File: src/input_cfg.svh
// ------------------------------
// input front end configuration
// frame lengths and the PS/2 idle limit
// ------------------------------

`ifndef INPUT_CFG_SVH
`define INPUT_CFG_SVH

// load and shift steps per joystick frame
`define JOY_FRAME_LEN 26

// start, eight data, parity, stop
`define PS2_FRAME_BITS 11

// ena_x cycles without a PS/2 clock edge before a frame is dropped
`define PS2_TIMEOUT 2000

`endif

File: src/joy_pkg.sv
// ------------------------------
// joystick and control types
// pad words, shift frame and core controls
// ------------------------------

`default_nettype none

package joy_pkg;

  // active low, 0 means pressed
  // 5:0 up down left right fire1 fire2, 6 fire3, 7 fire4
  // 8 start, 9 coin, 10 mode, 11 reset
  typedef logic [11:0] pad_word_t;

  // step counter of the load and shift cycle
  typedef logic [4:0] joy_step_t;

  // raw serial positions 0 to 23
  typedef logic [23:0] joy_frame_t;

  typedef struct packed {
    pad_word_t pad1;
    pad_word_t pad2;
  } pad_pair_t;

  // core controls, active low apart from reset_req
  typedef struct packed {
    logic [5:0] joy_a;
    logic [5:0] joy_b;
    logic [1:0] start;
    logic [1:0] coin;
    logic       reset_req;
  } ctrl_t;

endpackage

`default_nettype wire

File: src/kbd_pkg.sv
// ------------------------------
// keyboard types
// scan codes, receiver states, held keys
// ------------------------------

`default_nettype none

package kbd_pkg;

  typedef logic [7:0] scan_code_t;

  typedef struct packed {
    scan_code_t code;
    logic       valid;
    logic       err;
  } kbd_evt_t;

  typedef enum logic [1:0] {
    idle,
    shift,
    check
  } ps2_state_t;

  // one flag per mapped key, high while held
  typedef struct packed {
    logic up;
    logic down;
    logic left;
    logic right;
    logic space;
    logic key1;
    logic key2;
    logic key5;
    logic f3;
  } key_held_t;

  // set 2 prefixes
  localparam scan_code_t sc_break = 8'hF0;
  localparam scan_code_t sc_ext   = 8'hE0;

  // mapped keys
  localparam scan_code_t sc_up    = 8'h75;
  localparam scan_code_t sc_down  = 8'h72;
  localparam scan_code_t sc_left  = 8'h6B;
  localparam scan_code_t sc_right = 8'h74;
  localparam scan_code_t sc_space = 8'h29;
  localparam scan_code_t sc_key1  = 8'h16;
  localparam scan_code_t sc_key2  = 8'h1E;
  localparam scan_code_t sc_key5  = 8'h2E;
  localparam scan_code_t sc_f3    = 8'h04;

endpackage

`default_nettype wire

File: src/arcade_ctrl_map.sv
// ------------------------------
// arcade control mapper
// tracks held keys and merges them with
// pads and board buttons into core controls
// ------------------------------

`timescale 1ns/100ps
`default_nettype none

module arcade_ctrl_map (
  input  wire logic               ena_x,
  input  wire logic               pll_lckd,
  input  wire joy_pkg::pad_pair_t pads,
  input  wire kbd_pkg::kbd_evt_t  evt,
  input  wire logic [1:0]         btn,
  output joy_pkg::ctrl_t          ctrl
);
  import joy_pkg::*;
  import kbd_pkg::*;

  logic      brk;
  key_held_t held;
  key_held_t held_nxt;
  ctrl_t     ctrl_nxt;
  pad_word_t p1;
  pad_word_t p2;

  assign p1 = pads.pad1;
  assign p2 = pads.pad2;

  // make sets, break clears, prefixes leave keys alone
  always_comb begin
    held_nxt = held;
    if (evt.valid && evt.code != sc_break && evt.code != sc_ext) begin
      case (evt.code)
        sc_up:    held_nxt.up    = ~brk;
        sc_down:  held_nxt.down  = ~brk;
        sc_left:  held_nxt.left  = ~brk;
        sc_right: held_nxt.right = ~brk;
        sc_space: held_nxt.space = ~brk;
        sc_key1:  held_nxt.key1  = ~brk;
        sc_key2:  held_nxt.key2  = ~brk;
        sc_key5:  held_nxt.key5  = ~brk;
        sc_f3:    held_nxt.f3    = ~brk;
        default: ;
      endcase
    end
  end

  // ------------------------------
  // merge, all active low but reset_req
  // ------------------------------
  always_comb begin
    ctrl_nxt.joy_a = p1[5:0] & ~{1'b0, held_nxt.space, held_nxt.right,
                                 held_nxt.left, held_nxt.down, held_nxt.up};
    ctrl_nxt.joy_b = p2[5:0];
    ctrl_nxt.start = {p2[8] & ~held_nxt.key2, p1[8] & ~held_nxt.key1};
    // btn 0 doubles as coin 1
    ctrl_nxt.coin      = {p2[9], p1[9] & btn[0] & ~held_nxt.key5};
    ctrl_nxt.reset_req = held_nxt.f3 | ~p1[11] | ~btn[1];
  end

  always_ff @(posedge ena_x or negedge pll_lckd) begin
    if (!pll_lckd) begin
      brk  <= 1'b0;
      held <= '0;
      ctrl <= '{joy_a: '1, joy_b: '1, start: '1, coin: '1, reset_req: 1'b0};
    end else begin
      if (evt.valid) begin
        if (evt.code == sc_break) begin
          brk <= 1'b1;
        end else if (evt.code != sc_ext) begin
          brk <= 1'b0;
        end
      end
      held <= held_nxt;
      ctrl <= ctrl_nxt;
    end
  end

endmodule

`default_nettype wire

File: src/input_top.sv
// ------------------------------
// input front end top level
// joystick chain, PS/2 keyboard, control merge
// ------------------------------

`timescale 1ns/100ps
`default_nettype none

module input_top (
  input  wire logic         ena_x,
  input  wire logic         pll_lckd,
  input  wire logic         joy_data,
  output logic              joy_load,
  input  wire logic         ps2_clk,
  input  wire logic         ps2_data,
  input  wire logic [1:0]   btn,
  output joy_pkg::pad_pair_t pads,
  output logic              kbd_err,
  output joy_pkg::ctrl_t    ctrl
);
  import kbd_pkg::*;

  kbd_evt_t evt;

  joy_serial_rx u_joy (
    .ena_x    (ena_x),
    .pll_lckd (pll_lckd),
    .joy_data (joy_data),
    .joy_load (joy_load),
    .pads     (pads)
  );

  ps2_rx u_ps2 (
    .ena_x    (ena_x),
    .pll_lckd (pll_lckd),
    .ps2_clk  (ps2_clk),
    .ps2_data (ps2_data),
    .evt      (evt)
  );

  arcade_ctrl_map u_map (
    .ena_x    (ena_x),
    .pll_lckd (pll_lckd),
    .pads     (pads),
    .evt      (evt),
    .btn      (btn),
    .ctrl     (ctrl)
  );

  assign kbd_err = evt.err;

endmodule

`default_nettype wire

File: src/joy_serial_rx.sv
// ------------------------------
// joystick serial receiver
// drives the shift chain load strobe and
// rebuilds both pad words from 24 serial bits
// ------------------------------

`timescale 1ns/100ps
`include "input_cfg.svh"
`default_nettype none

module joy_serial_rx (
  input  wire logic         ena_x,
  input  wire logic         pll_lckd,
  input  wire logic         joy_data,
  output logic              joy_load,
  output joy_pkg::pad_pair_t pads
);
  import joy_pkg::*;

  localparam joy_step_t last_step  = joy_step_t'(`JOY_FRAME_LEN - 1);
  localparam joy_step_t first_smpl = joy_step_t'(2);

  joy_step_t  step;
  joy_frame_t shadow;

  // serial position to pad bit, same order as the board chain
  function automatic pad_pair_t frame_to_pads(input joy_frame_t f);
    pad_pair_t p;
    p.pad1[8] = f[0];
    p.pad2[8] = f[8];
    // positions 1..7 carry fire3 then fire2 down to up
    for (int k = 1; k < 8; k++) begin
      p.pad1[7 - k] = f[k];
      p.pad2[7 - k] = f[k + 8];
    end
    p.pad2[10] = f[16];
    p.pad2[11] = f[17];
    p.pad2[9]  = f[18];
    p.pad2[7]  = f[19];
    p.pad1[10] = f[20];
    p.pad1[11] = f[21];
    p.pad1[9]  = f[22];
    p.pad1[7]  = f[23];
    return p;
  endfunction

  // ------------------------------
  // step counter and load strobe
  // ------------------------------
  always_ff @(posedge ena_x or negedge pll_lckd) begin
    if (!pll_lckd) begin
      step     <= '0;
      joy_load <= 1'b1;
    end else begin
      // low for the single cycle after step 0
      joy_load <= (step != '0);
      if (step == last_step) begin
        step <= '0;
      end else begin
        step <= step + 1'b1;
      end
    end
  end

  // ------------------------------
  // sampling and publication
  // ------------------------------
  always_ff @(posedge ena_x) begin
    if (step >= first_smpl && step < last_step) begin
      shadow[step - first_smpl] <= joy_data;
    end
  end

  // last position goes straight in so both words change on one edge
  always_ff @(posedge ena_x or negedge pll_lckd) begin
    if (!pll_lckd) begin
      pads <= '1;
    end else if (step == last_step) begin
      pads <= frame_to_pads({joy_data, shadow[22:0]});
    end
  end

endmodule

`default_nettype wire

File: src/ps2_rx.sv
// ------------------------------
// PS/2 keyboard receiver
// synchronizes the lines, shifts in 11-bit frames
// and flags start, parity or stop errors
// ------------------------------

`timescale 1ns/100ps
`include "input_cfg.svh"
`default_nettype none

module ps2_rx (
  input  wire logic        ena_x,
  input  wire logic        pll_lckd,
  input  wire logic        ps2_clk,
  input  wire logic        ps2_data,
  output kbd_pkg::kbd_evt_t evt
);
  import kbd_pkg::*;

  localparam int tmr_w = $clog2(`PS2_TIMEOUT + 1);
  localparam int cnt_w = $clog2(`PS2_FRAME_BITS + 1);
  localparam int top   = `PS2_FRAME_BITS - 1;

  logic [1:0]       clk_sync;
  logic [1:0]       data_sync;
  logic             clk_prev;
  logic             clk_fall;
  logic             frame_ok;
  ps2_state_t       state;
  logic [cnt_w-1:0] bit_cnt;
  logic [tmr_w-1:0] idle_tmr;
  logic [top:0]     frame;
  scan_code_t       code_q;
  logic             valid_q;
  logic             err_q;

  // two flops per line, idle level is high
  always_ff @(posedge ena_x or negedge pll_lckd) begin
    if (!pll_lckd) begin
      clk_sync  <= 2'b11;
      data_sync <= 2'b11;
      clk_prev  <= 1'b1;
    end else begin
      clk_sync  <= {clk_sync[0], ps2_clk};
      data_sync <= {data_sync[0], ps2_data};
      clk_prev  <= clk_sync[1];
    end
  end

  assign clk_fall = clk_prev & ~clk_sync[1];

  // start low, stop high, odd parity over data and parity bit
  assign frame_ok = ~frame[0] & frame[top] & (^frame[top-1:1]);

  // ------------------------------
  // frame FSM
  // ------------------------------
  always_ff @(posedge ena_x or negedge pll_lckd) begin
    if (!pll_lckd) begin
      state    <= idle;
      bit_cnt  <= '0;
      idle_tmr <= '0;
      valid_q  <= 1'b0;
      err_q    <= 1'b0;
    end else begin
      valid_q <= 1'b0;
      err_q   <= 1'b0;
      case (state)
        idle: begin
          idle_tmr <= '0;
          if (clk_fall) begin
            bit_cnt <= cnt_w'(1);
            state   <= shift;
          end
        end
        shift: begin
          if (clk_fall) begin
            idle_tmr <= '0;
            bit_cnt  <= bit_cnt + 1'b1;
            if (bit_cnt == cnt_w'(top)) begin
              state <= check;
            end
          end else if (idle_tmr == tmr_w'(`PS2_TIMEOUT - 1)) begin
            // stalled frame, drop silently
            state <= idle;
          end else begin
            idle_tmr <= idle_tmr + 1'b1;
          end
        end
        check: begin
          valid_q <= frame_ok;
          err_q   <= ~frame_ok;
          state   <= idle;
        end
        default: state <= idle;
      endcase
    end
  end

  // bits arrive lsb first, start bit ends up in frame[0]
  always_ff @(posedge ena_x) begin
    if (clk_fall && state != check) begin
      frame <= {data_sync[1], frame[top:1]};
    end
    if (state == check) begin
      code_q <= frame[8:1];
    end
  end

  assign evt = '{code: code_q, valid: valid_q, err: err_q};

endmodule

`default_nettype wire
File: config.mk
export PLATFORM = sky130hd
export DESIGN_NAME = input_top
export DESIGN_NICKNAME = d
export VERILOG_FILES = /design/src/joy_pkg.sv /design/src/kbd_pkg.sv /design/src/arcade_ctrl_map.sv /design/src/input_top.sv /design/src/joy_serial_rx.sv /design/src/ps2_rx.sv
export VERILOG_INCLUDE_DIRS = /design/src /design/src/src
export SDC_FILE = /design/constraint.sdc
export NUM_CORES = 1
export LEC_CHECK = 0
export BUFFER_PORTS_ARGS = -buffer_cell sky130_fd_sc_hd__buf_2
export CORE_ASPECT_RATIO = 1.1
export CORE_MARGIN = 5
export CORE_UTILIZATION = 40
export CTS_CLUSTER_SIZE = 28
export DETAILED_ROUTE_END_ITERATION = 10
export PLACE_DENSITY_LB_ADDON = 0.05
export SYNTH_ARGS = -nofsm -noshare
export SYNTH_HDL_FRONTEND = slang
export SYNTH_SLANG_ARGS = --single-unit
File: constraint.sdc
create_clock -name ena_x -period 4.5 [get_ports ena_x]
set_input_delay 0.675 -clock ena_x [delete_from_list [all_inputs] [get_ports ena_x]]
set_output_delay 0.675 -clock ena_x [all_outputs]
set_load 0.02 [all_outputs]
==> flow_metrics.env, run 1 <==
export IMPL_slew_headroom=0.320
export IMPL_fin_skew_ns=0.00522
export IMPL_grt_pass1_vias=3069
export IMPL_setup_violations=0
export IMPL_hold_path_cell_count=0
export IMPL_combPwrFrac=0.035
export IMPL_worstHoldPathType="register to register"
export IMPL_power_switching_uw=542
export IMPL_die_area_um2=15100
export IMPL_intPower_uw=2130
export IMPL_synthTopCellsByArea="edfxtp_1 25%, dfstp_2 24%, dfrtp_1 17%"
export IMPL_root_buffer="clkbuf_16"
export IMPL_die_y_um=128
export IMPL_fillCellCount=1110
export IMPL_startpoint_type="register"
export IMPL_numCtsBuffers=17
export IMPL_synthArstFlopShare=0.659
export IMPL_synth_area_per_cell_um2=13.3
export IMPL_status="complete, no violations"
export IMPL_fmax_mhz=442
export IMPL_die_w_um=118
export IMPL_vias=3061
export IMPL_row_count=43
export IMPL_wire_per_inst_um=16.2
export IMPL_clock_sinks=123
export IMPL_synth_seq_cells=123
export IMPL_port_buffers=49
export IMPL_cp_max_fo=8
export IMPL_synth_distinct_cells=56
export IMPL_synth_nets=402
export IMPL_hpwlAfterDp_um=6540
export IMPL_synth_top_area_cell="edfxtp_1"
export IMPL_cp_arrival_ns=2.38
export IMPL_clockBufferDepth=2
export IMPL_hold_violations=0
export IMPL_powerDensity_nw_per_um2=442
export IMPL_detail_route_first_pass_iterations=5
export IMPL_grt_pass1_wl_um=16100
export IMPL_criticalPathCategory="register to register"
export IMPL_ir_drop_mv=0.254
export IMPL_leakagePower_uw=0.00250
export IMPL_initial_core_util=0.407
export IMPL_cts_tree="built"
export IMPL_clockPowerShare=0.510
export IMPL_post_cts_buffers=0
export IMPL_grt_use_total=0.136
export IMPL_antenna_left=0
export IMPL_synth_top_cell_area_share=0.247
export IMPL_reg2reg_to="u_joy.shadow[1]$_DFFE_PP_"
export IMPL_r2r_slack_ns=2.24
export IMPL_drtIter0Drc=185
export IMPL_finalNonFillerCells=605
export IMPL_htreeDepth=4
export IMPL_fin_nets=453
export IMPL_syn_area_um2=5100
export IMPL_dp_cells=573
export IMPL_yosys_warnings=0
export IMPL_rsz0062_at_grt="false"
export IMPL_end_kind="register"
export IMPL_cp_required_ns=4.61
export IMPL_n_antenna_cell=0
export IMPL_cts_hold_buf=0
export IMPL_drc_errors=0
export IMPL_slew_violations=0
export IMPL_synthFlopType="dfstp_2"
export IMPL_grt_overflow_total=0
export IMPL_switching_share=0.203
export IMPL_finalSetupTns_ns=0
export IMPL_yosysSeqAreaShare=0.656
export IMPL_clkTransAtPathRegs_ns=0.05
export IMPL_synthCells=384
export IMPL_antenna_found_initial=0
export IMPL_grt_start_max_net_pins=82
export IMPL_crit_end="u_joy.shadow[1]$_DFFE_PP_"
export IMPL_reg2regPathDepth=6
export IMPL_clk_latency_ns=0.41
export IMPL_sequentialPowerShare=0.455
export IMPL_timing_rr_start="u_joy.step[2]$_DFF_PN0_"
export IMPL_maxCapViolations=0
export IMPL_min_period_over_period=0.503
export IMPL_core_area_um2=12500
export IMPL_tightestPinTransition_ns=1.02
export IMPL_startpoint="u_joy.step[2]$_DFF_PN0_"
export IMPL_synth_edf_count=42
export IMPL_drive_above_1_share=0.364
export IMPL_via_per_inst=5.06
export IMPL_fin_crit_ns=2.26
export IMPL_syn_to_final_growth_pct=18.7
export IMPL_cts_resized=0
export IMPL_routed_wl_um=9800
export IMPL_gp_congestion=0.777
export IMPL_boundaryPins=50
==> final cells by class <==
class	count	area, um^2	share of cell area
clock buffers	28	559	0.0924
clock inverters	4	48.8	0.00806
inverters	19	71.3	0.0118
multi-input cells	225	1580	0.262
flip-flops and latches	123	3350	0.553
well taps	157	196	0.0325
repair buffers	49	248	0.0409
==> per-stage QoR <==
stage / util / hold slack (ns) / total power, uW / cell area [um^2] / setup WS [ns]
after floorplan: - / 0.345 / 1290 / 5100 / 2.56
after global placement: 0.434 / 0.347 / 1330 / 5450 / 2.32
after detailed placement: 0.434 / 0.348 / 1330 / 5450 / 2.27
after CTS: 0.483 / 0.342 / 2720 / 6050 / 2.25
after global routing: 0.483 / 0.346 / 2780 / 6050 / 2.03
final: 0.483 / 0.357 / 2680 / 6050 / 2.24
==> critical path, stage by stage (launching register included) <==
cell and delay (ns):
dfrtp_1 0.43, inv_1 0.23, ha_1 0.33, a21bo_2 0.25, a32oi_1 0.29, nand2_1 0.25
nor2_1 0.19
==> cells by family (layout without fill, tap and decap cells) <==
| group | after synthesis | in the layout | synth area share |
|---|---|---|---|
| flops | 123 | 123 | 0.656 |
| xor+xnor | 9 | 9 | 0.0182 |
| compound gates | 44 | 44 | 0.0576 |
| mux | 35 | 35 | 0.0768 |
| buf+inv | 36 | 100 | 0.0336 |
| simple gates | 126 | 126 | 0.131 |
| fa+ha+maj | 11 | 11 | 0.0270 |
==> cells in the final DEF (no fill, tap or decap), types with 3 or more instances in the layout <==
| master | netlist | final |
|---|---|---|
| a21oi_1 | 10 | 10 |
| and2_1 | 5 | 5 |
| buf_2 | 5 | 48 |
| clkbuf_1 | 4 | 4 |
| clkbuf_16 | 0 | 19 |
| clkbuf_8 | 0 | 5 |
| dfrtp_1 | 35 | 35 |
| dfstp_2 | 46 | 46 |
| edfxtp_1 | 42 | 42 |
| ha_1 | 11 | 11 |
| inv_1 | 19 | 19 |
| mux2_2 | 32 | 32 |
| nand2_1 | 19 | 19 |
| nand2b_1 | 5 | 5 |
| nand3_1 | 8 | 8 |
| nand4_1 | 4 | 4 |
| nand4b_1 | 4 | 4 |
| nor2_1 | 45 | 45 |
| nor2b_1 | 4 | 4 |
| nor3_1 | 4 | 4 |
| nor4_1 | 4 | 4 |
| nor4b_1 | 3 | 3 |
| o211ai_1 | 3 | 3 |
| o21ai_0 | 10 | 10 |
| or3_1 | 3 | 3 |
| or4_1 | 3 | 3 |
| xnor2_1 | 7 | 7 |
==> synth_stat cells, types with 4 or more instances <==
| cell | number |
|---|---|
| inv_1 | 19 |
| dfstp_2 | 46 |
| ha_1 | 11 |
| and2_1 | 5 |
| nand4_1 | 4 |
| nor2_1 | 45 |
| nand3_1 | 8 |
| nand2_1 | 19 |
| mux2_2 | 32 |
| nor3_1 | 4 |
| nand4b_1 | 4 |
| a21oi_1 | 10 |
| o21ai_0 | 10 |
| edfxtp_1 | 42 |
| buf_4 | 8 |
| nand2b_1 | 5 |
| dfrtp_1 | 35 |
| nor2b_1 | 4 |
| buf_2 | 5 |
| xnor2_1 | 7 |
| nor4_1 | 4 |
| clkbuf_1 | 4 |
==> worst min path at each step <==
stage,from,endpoint
3_3_place_gp,u_ps2.data_sync[0]$_DFF_PN1_,u_ps2.data_sync[1]$_DFF_PN1_
4_1_cts,ps2_data,u_ps2.data_sync[0]$_DFF_PN1_
2_1_floorplan,u_ps2.clk_sync[0]$_DFF_PN1_,u_ps2.clk_sync[1]$_DFF_PN1_
6_report,u_ps2.data_sync[0]$_DFF_PN1_,u_ps2.data_sync[1]$_DFF_PN1_
5_1_grt,ps2_data,u_ps2.data_sync[0]$_DFF_PN1_
3_5_place_dp,u_ps2.data_sync[0]$_DFF_PN1_,u_ps2.data_sync[1]$_DFF_PN1_
==> layer usage <==
metal	global-route usage	wire length (um)
met1	0.158	4150
met2	0.235	5150
met3	0.0457	345
met4	0.0526	160
met5	0	0
==> flip-flops by register name, summed over array words and instances, names as in the netlist, 4 cells and up <==
register,count
u_joy.step,5
u_map.held,9
u_map.ctrl,17
u_joy.pads,24
u_joy.shadow,23
u_ps2.idle_tmr,11
u_ps2.code_q,8
u_ps2.bit_cnt,4
u_ps2.frame,11
==> power groups by stage <==
stage	clock network (uW)	registers, uW	logic, uW
floorplan	0	1230	64.5
global placement	0	1240	94.7
detailed placement	0	1240	97.2
CTS	1400	1220	97.5
global route	1450	1220	108
finish	1360	1220	94.2
Note: power is estimated with default switching activity, not from simulation.
==> run 2: changes to the inputs <==
==> constraint.sdc (replaced) <==
create_clock -name ena_x -period 1.9 [get_ports ena_x]
set_input_delay 0.285 -clock ena_x [delete_from_list [all_inputs] [get_ports ena_x]]
set_output_delay 0.285 -clock ena_x [all_outputs]
set_load 0.02 [all_outputs]
==> flow_metrics.env, run 2 (synthesized netlist as in run 1, its figures left out) <==
export IMPL_path_buf_inv=1
export IMPL_grt_overflow_total=0
export IMPL_leakagePower_uw=0.00259
export IMPL_slew_violations=0
export IMPL_via_per_inst=4.97
export IMPL_fin_nets=475
export IMPL_startpoint_type="register"
export IMPL_clkTransAtPathRegs_ns=0.05
export IMPL_clock_sinks=123
export IMPL_rsz0062_at_grt="true"
export IMPL_antenna_found_initial=0
export IMPL_design_area_um2=6240
export IMPL_boundaryPins=50
export IMPL_hpwlAfterDp_um=7010
export IMPL_root_buffer="clkbuf_16"
export IMPL_grt_busiest_layer="met2"
export IMPL_reg_top3="u_joy.pads: 24 flops, u_joy.shadow: 23 flops, u_map.ctrl: 17 flops"
export IMPL_tightestPinTransition_ns=0.906
export IMPL_grt_start_max_net_pins=38
export IMPL_ir_drop_mv=0.554
export IMPL_cp_required_ns=2.02
export IMPL_post_route_util=0.498
export IMPL_hold_violations=0
export IMPL_dpl_cell_area_um2=5600
export IMPL_numCtsBuffers=17
export IMPL_slowest_stage="dfrtp_1"
export IMPL_criticalPathCategory="register to register"
export IMPL_vias=3117
export IMPL_grt_pass1_wl_um=16800
export IMPL_grt_pass1_vias=3319
export IMPL_core_area_um2=12500
export IMPL_grt_use_total=0.142
export IMPL_end_kind="register"
export IMPL_powerDensity_nw_per_um2=990
export IMPL_cp_max_fo=6
export IMPL_htreeDepth=4
export IMPL_cp_top_family="compound AO/OA/AOI/OAI gates"
export IMPL_die_w_um=118
export IMPL_largest_register_ffs=24
export IMPL_drc_errors=0
export IMPL_die_area_um2=15100
export IMPL_cts_tree="built"
export IMPL_finalWorstSetupSlack_ns=0.0246
export IMPL_min_period_over_period=0.987
export IMPL_initial_core_util=0.407
export IMPL_max_stage_delay_ns=0.37
export IMPL_drive_above_1_share=0.409
export IMPL_gp_congestion=0.818
export IMPL_grt_use_met2=0.241
export IMPL_antenna_left=0
export IMPL_status="complete, no violations"
export IMPL_n_antenna_cell=0
export IMPL_slew_headroom=0.394
export IMPL_clk_latency_ns=0.41
export IMPL_place_ws_ns=-0.0269
export IMPL_fin_skew_ns=0.00823
export IMPL_cp_arrival_ns=1.99
export IMPL_fmax_mhz=533
export IMPL_setup_violations=0
export IMPL_port_buffers=49
export IMPL_worstHoldPathType="input pin to register"
export IMPL_maxCapViolations=0
export IMPL_fin_crit_ns=1.88
export IMPL_clockBufferDepth=2
export IMPL_use_met3=0.0409
export IMPL_row_count=43
export IMPL_largest_register="u_joy.pads"
export IMPL_routed_wl_um=9990
export IMPL_drtIter0Drc=129
export IMPL_grtUsageMet1=0.163
export IMPL_final_common_cell="buf_2"
export IMPL_crit_chain="inv_1, ha_2, a21bo_2, a32oi_2, nand2_1, nor2_1"
export IMPL_detail_route_first_pass_iterations=4
export IMPL_layout_common_cells="48 x buf_2, 46 x dfstp_2, 44 x nor2_1, 42 x edfxtp_1, 35 x dfrtp_1"
export IMPL_die_y_um=128
export IMPL_fillCellCount=1138
export IMPL_wire_per_inst_um=15.9
export IMPL_syn_to_final_growth_pct=22.4
==> run 2: changes by cell type in the layout (fill, tap and decap cells not counted), sizes merged <==
cell and delta:
clkinv +4, clkbuf -3, inv -1, dlygate4sd3 +3
buf +19
==> run 2: report_power, final <==
part | switching (uW) | total, uW | internal (uW)
registers | 54.6 | 2880 | 2820
clock network | 1080 | 3050 | 1970
logic | 133 | 253 | 119
total | 1270 | 6180 | 4910
==> run 2: cell type report <==
cell class	instances	area (um^2)	area share
clock buffers	25	507	0.0812
clock inverters	7	62.6	0.0100
inverters	19	71.3	0.0114
multi-input cells	225	1630	0.261
flip-flops and latches	123	3350	0.536
well taps	157	196	0.0315
repair buffers	71	433	0.0694
==> run 2: tightest hold or removal path: stages <==
cell and delay, ns:
buf_2 0.09, nand2_1 0.05, nor2_1 0.03
==> run 2: timing repair <==
item                                    in CTS  in global routing
pin swaps                                    0                  1
endpoints found under the setup margin       3                 24
hold buffers                                 3                  0
resized for setup                            0                  8
setup buffers                                0                  0
hold endpoints to repair                    25                  0
==> run 2: layer usage <==
metal,wire length [um],part of all wire,up-vias
li1,-,-,1507
met1,4180,0.42,1540
met2,5260,0.53,53
met3,348,0.035,17
met4,203,0.020,0
met5,0,0,-
==> run 2: stage by stage <==
| stage | instances | power, uW | TNS [ns] | hold WS, ns |
|---|---|---|---|---|
| 3_3_place_gp | 592 | 3170 | 0 | 0.299 |
| 5_1_grt | 627 | 6460 | -0.321 | 0.0541 |
| 3_5_place_dp | 592 | 3180 | -0.0525 | 0.295 |
| 4_1_cts | 627 | 6280 | -0.105 | 0.0328 |
| 2_1_floorplan | 384 | 3060 | 0 | -0.0106 |
| 6_report | 627 | 6180 | 0 | 0.0545 |
==> run 2: final timing paths <==
kind | startpoint | to | slack [ns] | cells after the start
worst max register to register | u_joy.step[1]$_DFF_PN0_ | u_joy.shadow[20]$_DFFE_PP_ | 0.02 | 6
worst max-delay path | u_joy.step[1]$_DFF_PN0_ | u_joy.shadow[20]$_DFFE_PP_ | 0.02 | 6
min in group asynchronous | pll_lckd | u_ps2.idle_tmr[7]$_DFFE_PN0P_ | 0.38 | 2
worst min register to register | u_ps2.data_sync[0]$_DFF_PN1_ | u_ps2.data_sync[1]$_DFF_PN1_ | 0.35 | 0
max in group asynchronous | pll_lckd | u_map.ctrl[12]$_DFF_PN1_ | 0.90 | 3
worst min-delay path | btn[0] | u_map.ctrl[1]$_DFF_PN1_ | 0.05 | 3
==> run 3: changes to the inputs <==
--- a/config.mk
+++ b/config.mk
@@ -9,7 +9,7 @@
 export BUFFER_PORTS_ARGS = -buffer_cell sky130_fd_sc_hd__buf_2
 export CORE_ASPECT_RATIO = 1.1
 export CORE_MARGIN = 5
-export CORE_UTILIZATION = 40
+export CORE_UTILIZATION = 53
 export CTS_CLUSTER_SIZE = 28
 export DETAILED_ROUTE_END_ITERATION = 10
 export PLACE_DENSITY_LB_ADDON = 0.05
==> flow_metrics.env, run 3 (synthesized netlist as in run 1, its figures left out) <==
export IMPL_dpl_cell_area_um2=5550
export IMPL_clockPowerShare=0.497
export IMPL_drtIter0Drc=112
export IMPL_htreeDepth=4
export IMPL_wl_met2_um=4990
export IMPL_criticalPathCategory="register to register"
export IMPL_clk_latency_ns=0.51
export IMPL_dp_cells=552
export IMPL_cts_tree="built"
export IMPL_finalNonFillerCells=592
export IMPL_finalSetupTns_ns=0
export IMPL_intPower_uw=4940
export IMPL_hold_start="joy_data"
export IMPL_hold_path_cell_count=1
export IMPL_min_period_over_period=0.978
export IMPL_switching_share=0.208
export IMPL_r2r_slack_ns=0.04
export IMPL_core_area_um2=9400
export IMPL_cp_arrival_ns=2.08
export IMPL_wl_met1_um=4100
export IMPL_initial_core_util=0.543
export IMPL_timing_rr_start="u_joy.step[1]$_DFF_PN0_"
export IMPL_grt_use_total=0.176
export IMPL_finalWorstSetupSlack_ns=0.0420
export IMPL_wire_per_inst_um=16.3
export IMPL_status="complete, no violations"
export IMPL_largest_register_ffs=24
export IMPL_layout_common_cells="48 x buf_2, 46 x dfstp_2, 45 x nor2_1, 42 x edfxtp_1, 35 x dfrtp_1"
export IMPL_clockBufferDepth=2
export IMPL_die_area_um2=11700
export IMPL_grt_overflow_total=0
export IMPL_cp_max_fo=4
export IMPL_antenna_found_initial=0
export IMPL_slew_violations=0
export IMPL_boundaryPins=50
export IMPL_detail_route_first_pass_iterations=4
export IMPL_root_buffer="clkbuf_8"
export IMPL_fin_nets=480
export IMPL_clock_sinks=123
export IMPL_die_w_um=104
export IMPL_slew_headroom=0.699
export IMPL_largest_register="u_joy.pads"
export IMPL_reg2regPathDepth=6
export IMPL_grt_pass1_vias=3328
export IMPL_hold_violations=0
export IMPL_design_area_um2=6290
export IMPL_tightestPinTransition_ns=0.445
export IMPL_place_ws_ns=-0.0921
export IMPL_powerDensity_nw_per_um2=992
export IMPL_ir_drop_mv=0.551
export IMPL_hpwlAfterDp_um=6550
export IMPL_startpoint="u_joy.step[1]$_DFF_PN0_"
export IMPL_power_switching_uw=1300
export IMPL_fin_crit_ns=1.86
export IMPL_reg_top3="u_joy.pads: 24 flops, u_joy.shadow: 23 flops, u_map.ctrl: 17 flops"
export IMPL_cp_required_ns=2.13
export IMPL_fmax_mhz=538
export IMPL_sequentialPowerShare=0.462
export IMPL_vias=3168
export IMPL_drive_above_1_share=0.421
export IMPL_dr_wl_met3_um=368
export IMPL_leakagePower_uw=0.00261
export IMPL_routed_wl_um=9660
export IMPL_antenna_left=0
export IMPL_setup_violations=0
export IMPL_grt_pass1_wl_um=16200
export IMPL_combPwrFrac=0.040
export IMPL_post_route_util=0.669
export IMPL_gp_congestion=0.849
export IMPL_numCtsBuffers=17
export IMPL_maxCapViolations=0
export IMPL_final_common_cell="buf_2"
export IMPL_via_per_inst=5.35
export IMPL_worstHoldPathType="input pin to register"
export IMPL_end_kind="register"
export IMPL_row_count=37
export IMPL_syn_to_final_growth_pct=23.3
export IMPL_drc_errors=0
export IMPL_grt_start_max_net_pins=39
export IMPL_port_buffers=49
export IMPL_top_layer_used="met4"
export IMPL_die_y_um=113
export IMPL_startpoint_type="register"
export IMPL_clkTransAtPathRegs_ns=0.06
export IMPL_n_antenna_cell=0
export IMPL_fin_skew_ns=0.00569
-- run 3: layer usage --
layer,vias up,track usage
met2,60,0.297
met4,0,0.0744
met5,-,0
met3,20,0.0508
met1,1565,0.211
li1,1523,-
-- run 3: cell type report --
cell class,instances,area (um^2)
Timing Repair Buffer,76,475
Multi-Input combinational cell,225,1660
Clock inverter,11,116
Clock buffer,21,470
Inverter,19,71.3
Sequential cell,123,3350
Tap cell,117,146
Fill cell,684,3110
-- run 3: worst paths after layout --
| path | endpoint |
|---|---|
| max in group asynchronous | u_map.ctrl[10]$_DFF_PN1_ |
| min | u_joy.shadow[12]$_DFFE_PP_ |
| max | u_joy.shadow[2]$_DFFE_PP_ |
| max reg2reg | u_joy.shadow[2]$_DFFE_PP_ |
| min in group asynchronous | u_ps2.valid_q$_DFF_PN0_ |
| min reg2reg | u_ps2.clk_sync[1]$_DFF_PN1_ |
-- run 3: stage by stage --
stage               total power, uW  hold slack (ns)
global route                   6490            0.223
detailed placement             3170            0.222
CTS                            6300            0.198
floorplan                      3060          -0.0106
finish                         6240            0.222
global placement               3150            0.214
-- run 3: repair_timing --
| item | in CTS | in global routing |
|---|---|---|
| endpoints found under the hold margin | 26 | 0 |
| resized for setup | 4 | 12 |
| setup endpoints to repair | 20 | 25 |
| setup buffers | 0 | 3 |
| hold buffers | 5 | 0 |
| cloned | 0 | 0 |
| pin swaps | 0 | 3 |
-- run 3: worst max-delay path, stage by stage (launching register included) --
cell	delay (ns)
dfrtp_1	0.40
buf_4	0.16
o21a_1	0.23
o41ai_2	0.35
buf_4	0.20
nand2_2	0.09
nor2_1	0.14
-- run 3: power groups by stage --
stage          combinational (uW)  clock, uW  sequential, uW
3_5_place_dp                  240          0            2930
6_report                      251       3100            2880
5_1_grt                       285       3320            2890
2_1_floorplan                 153          0            2910
3_3_place_gp                  230          0            2920
4_1_cts                       250       3170            2880
